## config.mk

```make
export PLATFORM = sky130hd
export DESIGN_NAME = memory_game_top
export DESIGN_NICKNAME = d
export VERILOG_FILES = /design/src/source/memory_game_pkg.sv /design/src/source/button_conditioner.sv /design/src/source/card_board.sv /design/src/source/memory_game_top.sv /design/src/source/pixel_compose.sv /design/src/source/vga_timing.sv
export SDC_FILE = /design/constraint.sdc
export NUM_CORES = 1
export LEC_CHECK = 0
export ABC_AREA = 0
export BUFFER_PORTS_ARGS = -buffer_cell sky130_fd_sc_hd__buf_2
export CAP_MARGIN = 25
export CORE_ASPECT_RATIO = 0.7
export CORE_MARGIN = 5
export CORE_UTILIZATION = 25
export DETAILED_ROUTE_END_ITERATION = 7
export PLACE_DENSITY = 0.43
export SYNTH_ARGS = -nofsm -noshare
export SYNTH_HDL_FRONTEND = slang
export SYNTH_SLANG_ARGS = --single-unit
```

## constraint.sdc

```tcl
create_clock -name clk -period 4.5 [get_ports clk]
set_input_delay 0.45 -clock clk [delete_from_list [all_inputs] [get_ports clk]]
set_output_delay 0.45 -clock clk [all_outputs]
set_load 0.05 [all_outputs]
```

## src/source/memory_game_pkg.sv

```systemverilog
package memory_game_pkg;

    typedef logic [9:0]  coord_t;
    typedef logic [3:0]  card_idx_t;
    typedef logic [2:0]  pair_id_t;
    typedef logic [3:0]  pair_count_t;
    typedef logic [11:0] rgb_t;
    typedef logic [15:0] card_mask_t;

    typedef enum logic [1:0] {
        PH_IDLE    = 2'd0,
        PH_PREVIEW = 2'd1,
        PH_PLAY    = 2'd2,
        PH_FINISH  = 2'd3
    } game_phase_t;

    typedef struct packed {
        coord_t h;
        coord_t v;
        logic   active;
        logic   hsync_n;
        logic   vsync_n;
    } raster_t;

    typedef struct packed {
        card_mask_t shown;
        card_mask_t matched;
    } card_view_t;

    // 640x480 at one pixel per clk
    localparam int H_ACTIVE = 640;
    localparam int H_FRONT  = 16;
    localparam int H_SYNC   = 96;
    localparam int H_TOTAL  = 800;
    localparam int V_ACTIVE = 480;
    localparam int V_FRONT  = 10;
    localparam int V_SYNC   = 2;
    localparam int V_TOTAL  = 525;

    // Card size on the half-scaled raster
    localparam int CARD_W = 80;
    localparam int CARD_H = 60;

    localparam int NUM_PAIRS = 8;

    localparam rgb_t PALETTE [NUM_PAIRS] = '{
        12'hF00, 12'h0F0, 12'h00F, 12'hFF0,
        12'hF0F, 12'h0FF, 12'hF80, 12'hFFF
    };

    localparam rgb_t BACK_COLOR = 12'h448;

endpackage

```

## src/source/button_conditioner.sv

```systemverilog
`timescale 1ns/10ps

module button_conditioner #(
    parameter int DEBOUNCE_LEN = 7
) (
    input  logic clk,
    input  logic rst,
    input  logic btn_i,
    output logic pulse_o
);

    logic [DEBOUNCE_LEN-1:0] samples;
    logic                    pressed;
    logic                    pressed_d;

    // Last DEBOUNCE_LEN samples of the raw button
    always_ff @(posedge clk or posedge rst) begin
        if (rst) begin
            samples <= '0;
        end else begin
            samples <= {samples[DEBOUNCE_LEN-2:0], btn_i};
        end
    end

    assign pressed = &samples;

    // One cycle per new press
    always_ff @(posedge clk or posedge rst) begin
        if (rst) begin
            pressed_d <= 1'b0;
            pulse_o   <= 1'b0;
        end else begin
            pressed_d <= pressed;
            pulse_o   <= pressed & ~pressed_d;
        end
    end

endmodule

```

## src/source/card_board.sv

```systemverilog
`timescale 1ns/10ps

module card_board (
    input  logic                         clk,
    input  logic                         rst,
    input  logic                         start_pulse_i,
    input  logic                         pick_i,
    input  memory_game_pkg::card_idx_t   pick_card_i,
    input  logic                         confirm_i,
    input  logic                         hint_i,
    output memory_game_pkg::game_phase_t phase_o,
    output memory_game_pkg::card_view_t  card_view_o,
    output memory_game_pkg::card_mask_t  face_up_o,
    output memory_game_pkg::pair_count_t pair_count_o,
    output logic                         ready_o
);

    import memory_game_pkg::*;

    game_phase_t phase;
    game_phase_t phase_next;
    card_mask_t  shown;
    card_mask_t  matched;
    pair_count_t pair_count;
    logic        ready;
    logic        first_valid;
    card_idx_t   first_card;
    logic        pick_ok;
    pair_id_t    pick_pair;
    pair_id_t    first_pair;

    always_comb begin
        case (phase)
            PH_IDLE:    phase_next = PH_PREVIEW;
            PH_PREVIEW: phase_next = PH_PLAY;
            PH_PLAY:    phase_next = PH_FINISH;
            default:    phase_next = PH_IDLE;
        endcase
    end

    // A pick must name an unmatched card other than the held first pick
    assign pick_ok = (phase == PH_PLAY) && pick_i && ready && !hint_i &&
                     !matched[pick_card_i] &&
                     !(first_valid && (first_card == pick_card_i));

    assign pick_pair  = pair_id_t'(pick_card_i % NUM_PAIRS);
    assign first_pair = pair_id_t'(first_card % NUM_PAIRS);

    always_ff @(posedge clk or posedge rst) begin
        if (rst) begin
            phase       <= PH_IDLE;
            shown       <= '0;
            matched     <= '0;
            pair_count  <= '0;
            ready       <= 1'b1;
            first_valid <= 1'b0;
        end else if (start_pulse_i) begin
            phase       <= phase_next;
            ready       <= 1'b1;
            first_valid <= 1'b0;
            case (phase_next)
                PH_PREVIEW: begin
                    shown   <= '1;
                    matched <= '0;
                end
                PH_PLAY: begin
                    shown      <= '0;
                    matched    <= '0;
                    pair_count <= '0;
                end
                PH_FINISH: begin
                    shown   <= '1;
                    matched <= '1;
                end
                default: begin
                    shown      <= '0;
                    matched    <= '0;
                    pair_count <= '0;
                end
            endcase
        end else if ((phase == PH_PLAY) && confirm_i && !ready) begin
            // Turn unmatched cards face down again
            shown       <= shown & matched;
            first_valid <= 1'b0;
            ready       <= 1'b1;
        end else if (pick_ok) begin
            shown[pick_card_i] <= 1'b1;
            if (!first_valid) begin
                first_valid <= 1'b1;
            end else begin
                ready <= 1'b0;
                if (pick_pair == first_pair) begin
                    matched[pick_card_i] <= 1'b1;
                    matched[first_card]  <= 1'b1;
                    pair_count           <= pair_count + 1'b1;
                end
            end
        end
    end

    always_ff @(posedge clk) begin
        if (pick_ok && !first_valid) begin
            first_card <= pick_card_i;
        end
    end

    assign phase_o      = phase;
    assign card_view_o  = '{shown: shown, matched: matched};
    assign pair_count_o = pair_count;
    assign ready_o      = ready;

    // Hint overrides the display only while playing
    assign face_up_o = (hint_i && (phase == PH_PLAY)) ? '1 : (shown | matched);

endmodule

```

## src/source/memory_game_top.sv

```systemverilog
`timescale 1ns/10ps

module memory_game_top #(
    parameter int DEBOUNCE_LEN = 7
) (
    input  logic                         clk,
    input  logic                         rst,
    input  logic                         start_i,
    input  logic                         pick_i,
    input  memory_game_pkg::card_idx_t   pick_card_i,
    input  logic                         confirm_i,
    input  logic                         hint_i,
    output memory_game_pkg::rgb_t        rgb_o,
    output logic                         hsync_o,
    output logic                         vsync_o,
    output memory_game_pkg::game_phase_t phase_o,
    output memory_game_pkg::card_view_t  card_view_o,
    output memory_game_pkg::pair_count_t pair_count_o,
    output logic                         ready_o
);

    import memory_game_pkg::*;

    logic       start_pulse;
    raster_t    raster;
    card_mask_t face_up;

    button_conditioner #(
        .DEBOUNCE_LEN(DEBOUNCE_LEN)
    ) u_start_btn (
        .clk     (clk),
        .rst     (rst),
        .btn_i   (start_i),
        .pulse_o (start_pulse)
    );

    vga_timing u_timing (
        .clk      (clk),
        .rst      (rst),
        .raster_o (raster)
    );

    card_board u_board (
        .clk           (clk),
        .rst           (rst),
        .start_pulse_i (start_pulse),
        .pick_i        (pick_i),
        .pick_card_i   (pick_card_i),
        .confirm_i     (confirm_i),
        .hint_i        (hint_i),
        .phase_o       (phase_o),
        .card_view_o   (card_view_o),
        .face_up_o     (face_up),
        .pair_count_o  (pair_count_o),
        .ready_o       (ready_o)
    );

    pixel_compose u_compose (
        .clk       (clk),
        .rst       (rst),
        .raster_i  (raster),
        .face_up_i (face_up),
        .rgb_o     (rgb_o),
        .hsync_o   (hsync_o),
        .vsync_o   (vsync_o)
    );

endmodule

```

## src/source/pixel_compose.sv

```systemverilog
`timescale 1ns/10ps

module pixel_compose (
    input  logic                        clk,
    input  logic                        rst,
    input  memory_game_pkg::raster_t    raster_i,
    input  memory_game_pkg::card_mask_t face_up_i,
    output memory_game_pkg::rgb_t       rgb_o,
    output logic                        hsync_o,
    output logic                        vsync_o
);

    import memory_game_pkg::*;

    coord_t    x_half;
    coord_t    y_half;
    logic [1:0] grid_col;
    logic [1:0] grid_row;
    card_idx_t card;
    pair_id_t  pair;
    rgb_t      colour;

    // Board is drawn on a half-scaled 320x240 grid
    assign x_half = raster_i.h >> 1;
    assign y_half = raster_i.v >> 1;

    assign grid_col = 2'(x_half / CARD_W);
    assign grid_row = 2'(y_half / CARD_H);

    // Row-major card number
    assign card = {grid_row, grid_col};
    assign pair = pair_id_t'(card % NUM_PAIRS);

    always_comb begin
        if (!raster_i.active) begin
            colour = '0;
        end else if (face_up_i[card]) begin
            colour = PALETTE[pair];
        end else begin
            colour = BACK_COLOR;
        end
    end

    // Colour and syncs leave together, one cycle behind the raster
    always_ff @(posedge clk or posedge rst) begin
        if (rst) begin
            rgb_o   <= '0;
            hsync_o <= 1'b1;
            vsync_o <= 1'b1;
        end else begin
            rgb_o   <= colour;
            hsync_o <= raster_i.hsync_n;
            vsync_o <= raster_i.vsync_n;
        end
    end

endmodule

```

## src/source/vga_timing.sv

```systemverilog
`timescale 1ns/10ps

module vga_timing (
    input  logic                     clk,
    input  logic                     rst,
    output memory_game_pkg::raster_t raster_o
);

    import memory_game_pkg::*;

    localparam int H_SYNC_START = H_ACTIVE + H_FRONT;
    localparam int H_SYNC_END   = H_SYNC_START + H_SYNC;
    localparam int V_SYNC_START = V_ACTIVE + V_FRONT;
    localparam int V_SYNC_END   = V_SYNC_START + V_SYNC;

    coord_t h_cnt;
    coord_t v_cnt;
    logic   h_wrap;

    assign h_wrap = (h_cnt == coord_t'(H_TOTAL - 1));

    always_ff @(posedge clk or posedge rst) begin
        if (rst) begin
            h_cnt <= '0;
        end else if (h_wrap) begin
            h_cnt <= '0;
        end else begin
            h_cnt <= h_cnt + 1'b1;
        end
    end

    // Line counter steps once per horizontal wrap
    always_ff @(posedge clk or posedge rst) begin
        if (rst) begin
            v_cnt <= '0;
        end else if (h_wrap) begin
            if (v_cnt == coord_t'(V_TOTAL - 1)) begin
                v_cnt <= '0;
            end else begin
                v_cnt <= v_cnt + 1'b1;
            end
        end
    end

    always_comb begin
        raster_o.h       = h_cnt;
        raster_o.v       = v_cnt;
        raster_o.active  = (h_cnt < coord_t'(H_ACTIVE)) && (v_cnt < coord_t'(V_ACTIVE));
        // Both syncs are active low
        raster_o.hsync_n = !((h_cnt >= coord_t'(H_SYNC_START)) &&
                             (h_cnt <  coord_t'(H_SYNC_END)));
        raster_o.vsync_n = !((v_cnt >= coord_t'(V_SYNC_START)) &&
                             (v_cnt <  coord_t'(V_SYNC_END)));
    end

endmodule

```

==> impl_results.md, run 1 <==
* Netlist cell types at 57
* Clock sinks at 82
* DRT antenna net count at 0
* H-tree Lvls at 3
* Seq/Total Area, Yosys at 45.2%
* RePlAce Congestion at 0.869
* Status: completed
* Syn Std Cell Area at 0.00459 mm2
* Total GRT Usage at 13.1%
* CTS tree: done
* Crit path kind: reg -> reg
* GR Overflow Total at 0
* Hold Crit Class: in -> reg
* Rel. slew slack at 40.2%
* Worst Setup EP: u_compose.rgb_o[5]$_DFF_PP0_
* Starting Density at 25.4%
* Area Growth Syn to Fin at 15.7%
* Max rail drop VDD at 0.000140 V
* Setup crit end kind: register
* Layout cells sized above 1 at 17.4%
* Via Count at 3,840
* Final net count at 552
* Syn Nets at 515
* DRT Pass-1 Iters at 5
* WL final at 13.5 mm
* CP Max Fanout at 12
* Main synth FF type: dfrtp_1
* Max-slew violations at 0
* Antenna violations before repair at 1
* Post-layout util at 29.4%
* Crit path DAT at 3.46 ns
* Final Critical Period at 3.25 ns
* Most common cell after layout, fill and taps aside: dfrtp_1
* Final Setup Violations at 0
* Final Hold Fails at 0
* CORE AREA at 0.0181 mm2
* Root Buffer: clkbuf_16
* Resize count post-CTS at 0
* RR Endpoint: u_compose.rgb_o[5]$_DFF_PP0_
* Die Y-Extent at 123 um
* I/O pin cnt at 63
* Avg Cell Area, Syn at 9.35 um2
* N_diodes at 0
* Synth async-reset ratio at 95.1%
* Num rows at 41
* Post-DR vias/cell at 4.99
* Clock Latency Late Sink at 0.34 ns
* Max-Cap Viols at 0
* Layout Skew at 0.00981 ns
* CTS Buffer Depth at 2
* Worst-margin pin slew at 0.898 ns
* Number of enable flip-flop cells after synthesis at 4
* Vias in the first global route at 3,616
* Unrepaired setup endpoints after global routing: false
* WP data required at 4.70 ns
* Final period util at 72.3%
* Worst R2R Path Depth at 11
* Number of I/O port buffers at 62
* Leakage at 2.26 nW
* Largest net degree at the start of global routing at 47
* R2r setup slk at 1.25 ns
* First-pass GRT wire length at 21.3 mm
* PD cells at 397 mW/mm2
* Number of DRC markers in iteration 0 at 245
* DP HPWL at 9.68 mm
* DIE AREA at 0.0212 mm2
* R2r startpoint: u_timing.h_cnt[7]$_DFF_PP0_
* Cts bufs inserted at 9
* Postcts setup bufs at 0
* Mapped Cells at 491
* Die X at 172 um
* Hold Buf Count CTS at 0
* Synth warn at 0
* CP startpoint: u_timing.h_cnt[7]$_DFF_PP0_
* Register bit total from synthesis at 82
* Startpoint Class: register
* WL/cell at 17.5 um
* Fmax at 0.307 GHz
* Post-route DRC at 0
* Reg clk slew, reported paths at 0.06 ns
* Most frequent cells in the layout: 75 x dfrtp_1, 63 x nor3_1, 62 x buf_2
* Setup TNS Final at 0 ns
==> layer usage <==
layer / track usage, % / share of wire, % / vias up
met3: 3.68 / 7.0 / 16
met4: 3.88 / 1.5 / 0
met5: 0 / 0 / -
met1: 20.7 / 52 / 1847
met2: 16.8 / 40 / 137
li1: - / - / 1840
==> synth_stat cells, types with 4 or more instances <==
library cell  count  area share [%]
o21a_1            5            0.82
o22ai_1          14             1.9
nor3_1           63             6.9
mux4_1            4             2.3
clkbuf_1         17             1.4
o21ai_1           6            0.65
nor4_1            8             1.1
mux2i_1           8             1.7
and3_1            7            0.95
buf_2            10             1.1
nor2_1           29             2.4
ha_1             14             3.8
o21ai_0          38             4.1
nand3_1          13             1.4
dfrtp_1          75              41
xor2_1            7             1.3
inv_1            19             1.6
a31oi_1           4            0.54
xnor2_1          11             2.1
edfxtp_1          4             2.6
nand2b_1         12             1.6
buf_4             8             1.3
a21oi_1          21             2.3
nor2b_1           4            0.54
buf_6             4            0.98
nand2_1          36             2.9
==> registers in the layout, summed over array words and instances (netlist names), 2 cells and up <==
signal,flops
u_board.matched,16
u_board.shown,16
u_timing.h_cnt,10
u_timing.v_cnt,10
u_compose.rgb_o,7
u_start_btn.samples,7
u_board.first_card,4
u_board.pair_count_o,4
u_board.phase_o,2
==> logic make-up after synthesis <==
| kind of cell | count (synthesis) | synth area share (%) |
|---|---|---|
| fa+ha+maj | 14 | 3.81 |
| buf+inv | 59 | 6.40 |
| simple gates | 193 | 21.6 |
| flops | 82 | 45.2 |
| compound gates | 111 | 15.0 |
| mux | 14 | 4.52 |
| xor+xnor | 18 | 3.43 |
==> power by group <==
| group | leakage [nW] | total, mW | internal [mW] | switching [mW] |
|---|---|---|---|---|
| Clock | 0.153 | 0.762 | 0.475 | 0.287 |
| Sequential | 0.982 | 0.902 | 0.806 | 0.0958 |
| Combinational | 1.13 | 0.449 | 0.115 | 0.334 |
==> how the worst min path moves through the flow <==
| stage | end | from | depth (start not counted) | slack, ns |
|---|---|---|---|---|
| 2_1_floorplan | u_start_btn.samples[2]$_DFF_PP0_ | u_start_btn.samples[1]$_DFF_PP0_ | 0 | 0.35 |
| 3_3_place_gp | u_start_btn.samples[5]$_DFF_PP0_ | u_start_btn.samples[4]$_DFF_PP0_ | 0 | 0.36 |
| 3_5_place_dp | u_start_btn.samples[5]$_DFF_PP0_ | u_start_btn.samples[4]$_DFF_PP0_ | 0 | 0.36 |
| 4_1_cts | u_start_btn.samples[0]$_DFF_PP0_ | start_i | 1 | 0.20 |
| 5_1_grt | u_start_btn.samples[0]$_DFF_PP0_ | start_i | 1 | 0.21 |
| 6_report | u_start_btn.samples[0]$_DFF_PP0_ | start_i | 1 | 0.22 |
==> critical path: stages, from the launching register on <==
cell and delay [ns]:
dfrtp_1 0.48, nor2_1 0.23, inv_1 0.09, ha_1 0.26, nand2b_1 0.19, o21ai_1 0.23, nand2_1 0.34, o311ai_0 0.50
o311ai_0 0.21, o211ai_1 0.15, and3_1 0.34, nor4_1 0.09
==> layout make-up <==
class,count,area [um2]
well taps,236,295
inverters,19,72.6
repair buffers,66,340
multi-input cells,350,2220
fillers,1936,12700
flip-flops and latches,82,2080
clock buffers,14,274
clock inverters,2,35.0
==> through the flow <==
| stage | worst slack (ns) | hold slack [ns] | std cells | area (um2) | total power [mW] |
|---|---|---|---|---|---|
| after global routing | 0.929 | 0.208 | 769 | 5320 | 2.21 |
| after global placement | 1.33 | 0.358 | 752 | 5000 | 1.37 |
| final | 1.25 | 0.219 | 769 | 5320 | 2.11 |
| after CTS | 1.27 | 0.202 | 769 | 5320 | 2.14 |
| after detailed placement | 1.29 | 0.364 | 753 | 5010 | 1.37 |
| after floorplan | 1.92 | 0.353 | 491 | 4590 | 1.22 |
No activity file was read; power rests on OpenSTA's default activity.
==> inputs of run 2 (changes only) <==
Settings changed: ABC_AREA 0 to 1.
Clock period 4.5 ns to 3.2 ns, I/O delays scaled along.
==> run 2 against run 1 <==
Register-to-register slack worse by 0.57 ns. Cell area is 14% higher. Synthesized cell count rose by 44%. Wire length up 13%. Core utilization up 0.81 points. Critical endpoint is now u_compose.rgb_o[9]$_DFF_PP0_. Clock skew up 0.00063 ns.
==> impl_results.md, run 2 <==
* Most Frequent Cell on Critical Path: ha_1
* Final Critical Period at 2.52 ns (-0.731 ns)
* Avg Cell Area, Syn at 7.22 um2 (-23%)
* Startpoint Class: register
* CP Max Fanout at 13 (+1)
* Worst-margin pin slew at 0.713 ns (-0.184 ns)
* N_diodes at 0 (unchanged)
* Crit path kind: reg -> reg
* CP Cell Sequence: inv_2 -> nand2_1 -> ha_1 -> o21ai_2 -> nor2_2 -> nor2_4 -> nand3_2 -> inv_1 -> ha_1 -> o211ai_1 -> nor2_1
* Most common cell after layout, fill and taps aside: nand2_1
* Root Buffer: clkbuf_16
* Final Setup Violations at 0 (unchanged)
* Seq/Total Area, Yosys at 40.6% (-4.6 points)
* Number of I/O port buffers at 62 (unchanged)
* CTS tree: done
* Clock Latency Late Sink at 0.35 ns (about the same)
* Min Hold Slack at 0.0570 ns (-0.162 ns)
* Post-DR vias/cell at 4.51 (-9.8%)
* Synth warn at 0 (unchanged)
* Synth area leaders: dfrtp_1 37%, nand2_1 13%, inv_1 7.1%
* Max-Cap Viols at 0 (unchanged)
* Register bit total from synthesis at 82 (unchanged)
* PD cells at 466 mW/mm2 (+17%)
* H-tree Lvls at 3 (unchanged)
* Max rail drop VDD at 0.000227 V (+62%)
* Mapped Cells at 708 (+44%)
* Hold Buf Count CTS at 0 (unchanged)
* Layout cells sized above 1 at 16.4% (-1.0 points)
* Total GRT Usage at 13.2% (+0.14 points)
* Largest area contributor in the netlist: dfrtp_1
* DRT Pass-1 Iters at 5 (unchanged)
* Fmax at 0.396 GHz (+29%)
* Area Growth Syn to Fin at 18.1%
* Resize count post-CTS at 0 (unchanged)
* Netlist cell types at 44 (-23%)
* Vias in the first global route at 4,372 (+21%)
* Starting Density at 25.6% (+0.18 points)
* Num rows at 43 (+4.9%)
* Postcts setup bufs at 0 (unchanged)
* CORE AREA at 0.0200 mm2 (+11%)
* DIE AREA at 0.0235 mm2 (+11%)
* Clock sinks at 82 (unchanged)
* Crit path DAT at 2.74 ns (-0.72 ns)
* RePlAce Congestion at 0.862 (-0.79%)
* DP Cell Count at 1,028 (+37%)
* Largest net degree at the start of global routing at 43 (-8.5%)
* Number of enable flip-flop cells after synthesis at 4 (unchanged)
* I/O pin cnt at 63 (unchanged)
* Commonest cells in the netlist: 177 x nand2_1, 97 x inv_1, 80 x nor2_1
* Main synth FF type: dfrtp_1
* Crit path largest cell delay at 0.43 ns (-0.07 ns)
* Final period util at 78.8% (+6.5 points)
* Number of DRC markers in iteration 0 at 420 (+71%)
* Fin cells at 1,044 (+36%)
* DP HPWL at 11.4 mm (+18%)
* Syn Nets at 732 (+42%)
* Via Count at 4,704 (+23%)
* Most frequent cell after synthesis: nand2_1
* Layout Skew at 0.0104 ns (+0.000631 ns)
* GR Overflow Total at 0 (unchanged)
* Post-synth top area share at 36.7% (-4.2 points)
* Die X at 181 um (+5.2%)
* Antenna violations before repair at 0 (-1)
* Hold Crit Class: in -> async
* FILL cells at 2,172 (+12%)
* Post-route DRC at 0 (unchanged)
* Synth async-reset ratio at 95.1% (unchanged)
* Final Hold Fails at 0 (unchanged)
* Die Y-Extent at 130 um (+5.1%)
* Max stage delay cell, worst path: dfrtp_1
* Setup crit end kind: register
* WL final at 15.3 mm (+13%)
* Status: completed
* Max-slew violations at 0 (unchanged)
* Biggest regs: u_board.matched x16, u_board.shown x16
* Final net count at 793 (+44%)
* Reg clk slew, reported paths at 0.06 ns (about the same)
* DRT antenna net count at 0 (unchanged)
* Tot Pwr at 2.81 mW (+33%)
* WP data required at 3.42 ns (-1.28 ns)
* Syn Std Cell Area at 0.00511 mm2 (+11%)
* Cts bufs inserted at 9 (unchanged)
* Rel. slew slack at 52.5% (+12 points)
* CTS Buffer Depth at 2 (unchanged)
* WL/cell at 14.6 um (-16%)
* Unrepaired setup endpoints after global routing: false
* Most frequent cells in the layout: 177 x nand2_1, 96 x inv_1, 80 x nor2_1
* Register area at 0.00208 mm2 (unchanged)
* Multi-input gate area at 0.00252 mm2 (+13%)
* First-pass GRT wire length at 24.4 mm (+15%)
* Leakage at 3.09 nW (+36%)
* Setup TNS Final at 0 ns (unchanged)
## run 2: worst max-delay path: cells and delay by family, from the launching register on
family	cells	cell delay, ns
compound gates	2	0.44
flops	1	0.43
simple gates	5	0.61
fa+ha+maj	2	0.54
buf+inv	2	0.38
## run 2: kinds of logic after synthesis
kind of cell | synth area share [%]
adder cells (fa/ha/maj) | 3.43
AND/OR/NAND/NOR | 33.1
buffers and inverters | 10.1
AO/OA/AOI/OAI | 11.5
XOR/XNOR | 1.37
flip-flops | 40.6
## run 2: layout make-up
cell class,instances,share of cell area (%)
multi-input cells,498,41.8
flip-flops and latches,82,34.4
inverters,106,6.61
repair buffers,72,6.59
well taps,270,5.60
clock buffers,11,4.02
clock inverters,5,1.04
## run 2: report_power, final
| group | switching (mW) | internal, mW | total, mW | leakage [nW] |
|---|---|---|---|---|
| logic | 0.409 | 0.135 | 0.544 | 1.98 |
| registers | 0.0627 | 1.11 | 1.17 | 0.964 |
| clock network | 0.463 | 0.631 | 1.09 | 0.142 |
| total | 0.935 | 1.88 | 2.81 | 3.09 |
## run 2: final timing paths
path | endpoint | depth (start not counted) | slack, ns | from
hold / removal | u_timing.h_cnt[0]$_DFF_PP0_ | 2 | 0.06 | rst
setup reg to reg | u_compose.rgb_o[9]$_DFF_PP0_ | 11 | 0.68 | u_timing.h_cnt[7]$_DFF_PP0_
hold reg to reg | u_start_btn.samples[6]$_DFF_PP0_ | 0 | 0.38 | u_start_btn.samples[5]$_DFF_PP0_
min in group clk | u_start_btn.samples[0]$_DFF_PP0_ | 1 | 0.08 | start_i
setup / recovery | u_compose.rgb_o[9]$_DFF_PP0_ | 11 | 0.68 | u_timing.h_cnt[7]$_DFF_PP0_
max in group asynchronous | u_board.ready_o$_DFFE_PP1P_ | 3 | 2.44 | rst
## run 2: routing by layer
layer | routed length (um) | global-route usage [%] | vias up | share of wire [%]
li1 | - | - | 2403 | -
met1 | 8610 | 21.7 | 2153 | 56
met2 | 5430 | 16.0 | 137 | 35
met3 | 1120 | 4.15 | 11 | 7.3
met4 | 129 | 3.07 | 0 | 0.84
met5 | 0 | 0 | - | 0
## run 2: through the flow
stage	setup WS (ns)	util (%)	area, um2
4_1_cts	0.628	30.2	6040
6_report	0.677	30.2	6040
2_1_floorplan	0.890	-	5110
5_1_grt	0.336	30.2	6040
3_3_place_gp	0.667	28.7	5730
3_5_place_dp	0.641	28.7	5730
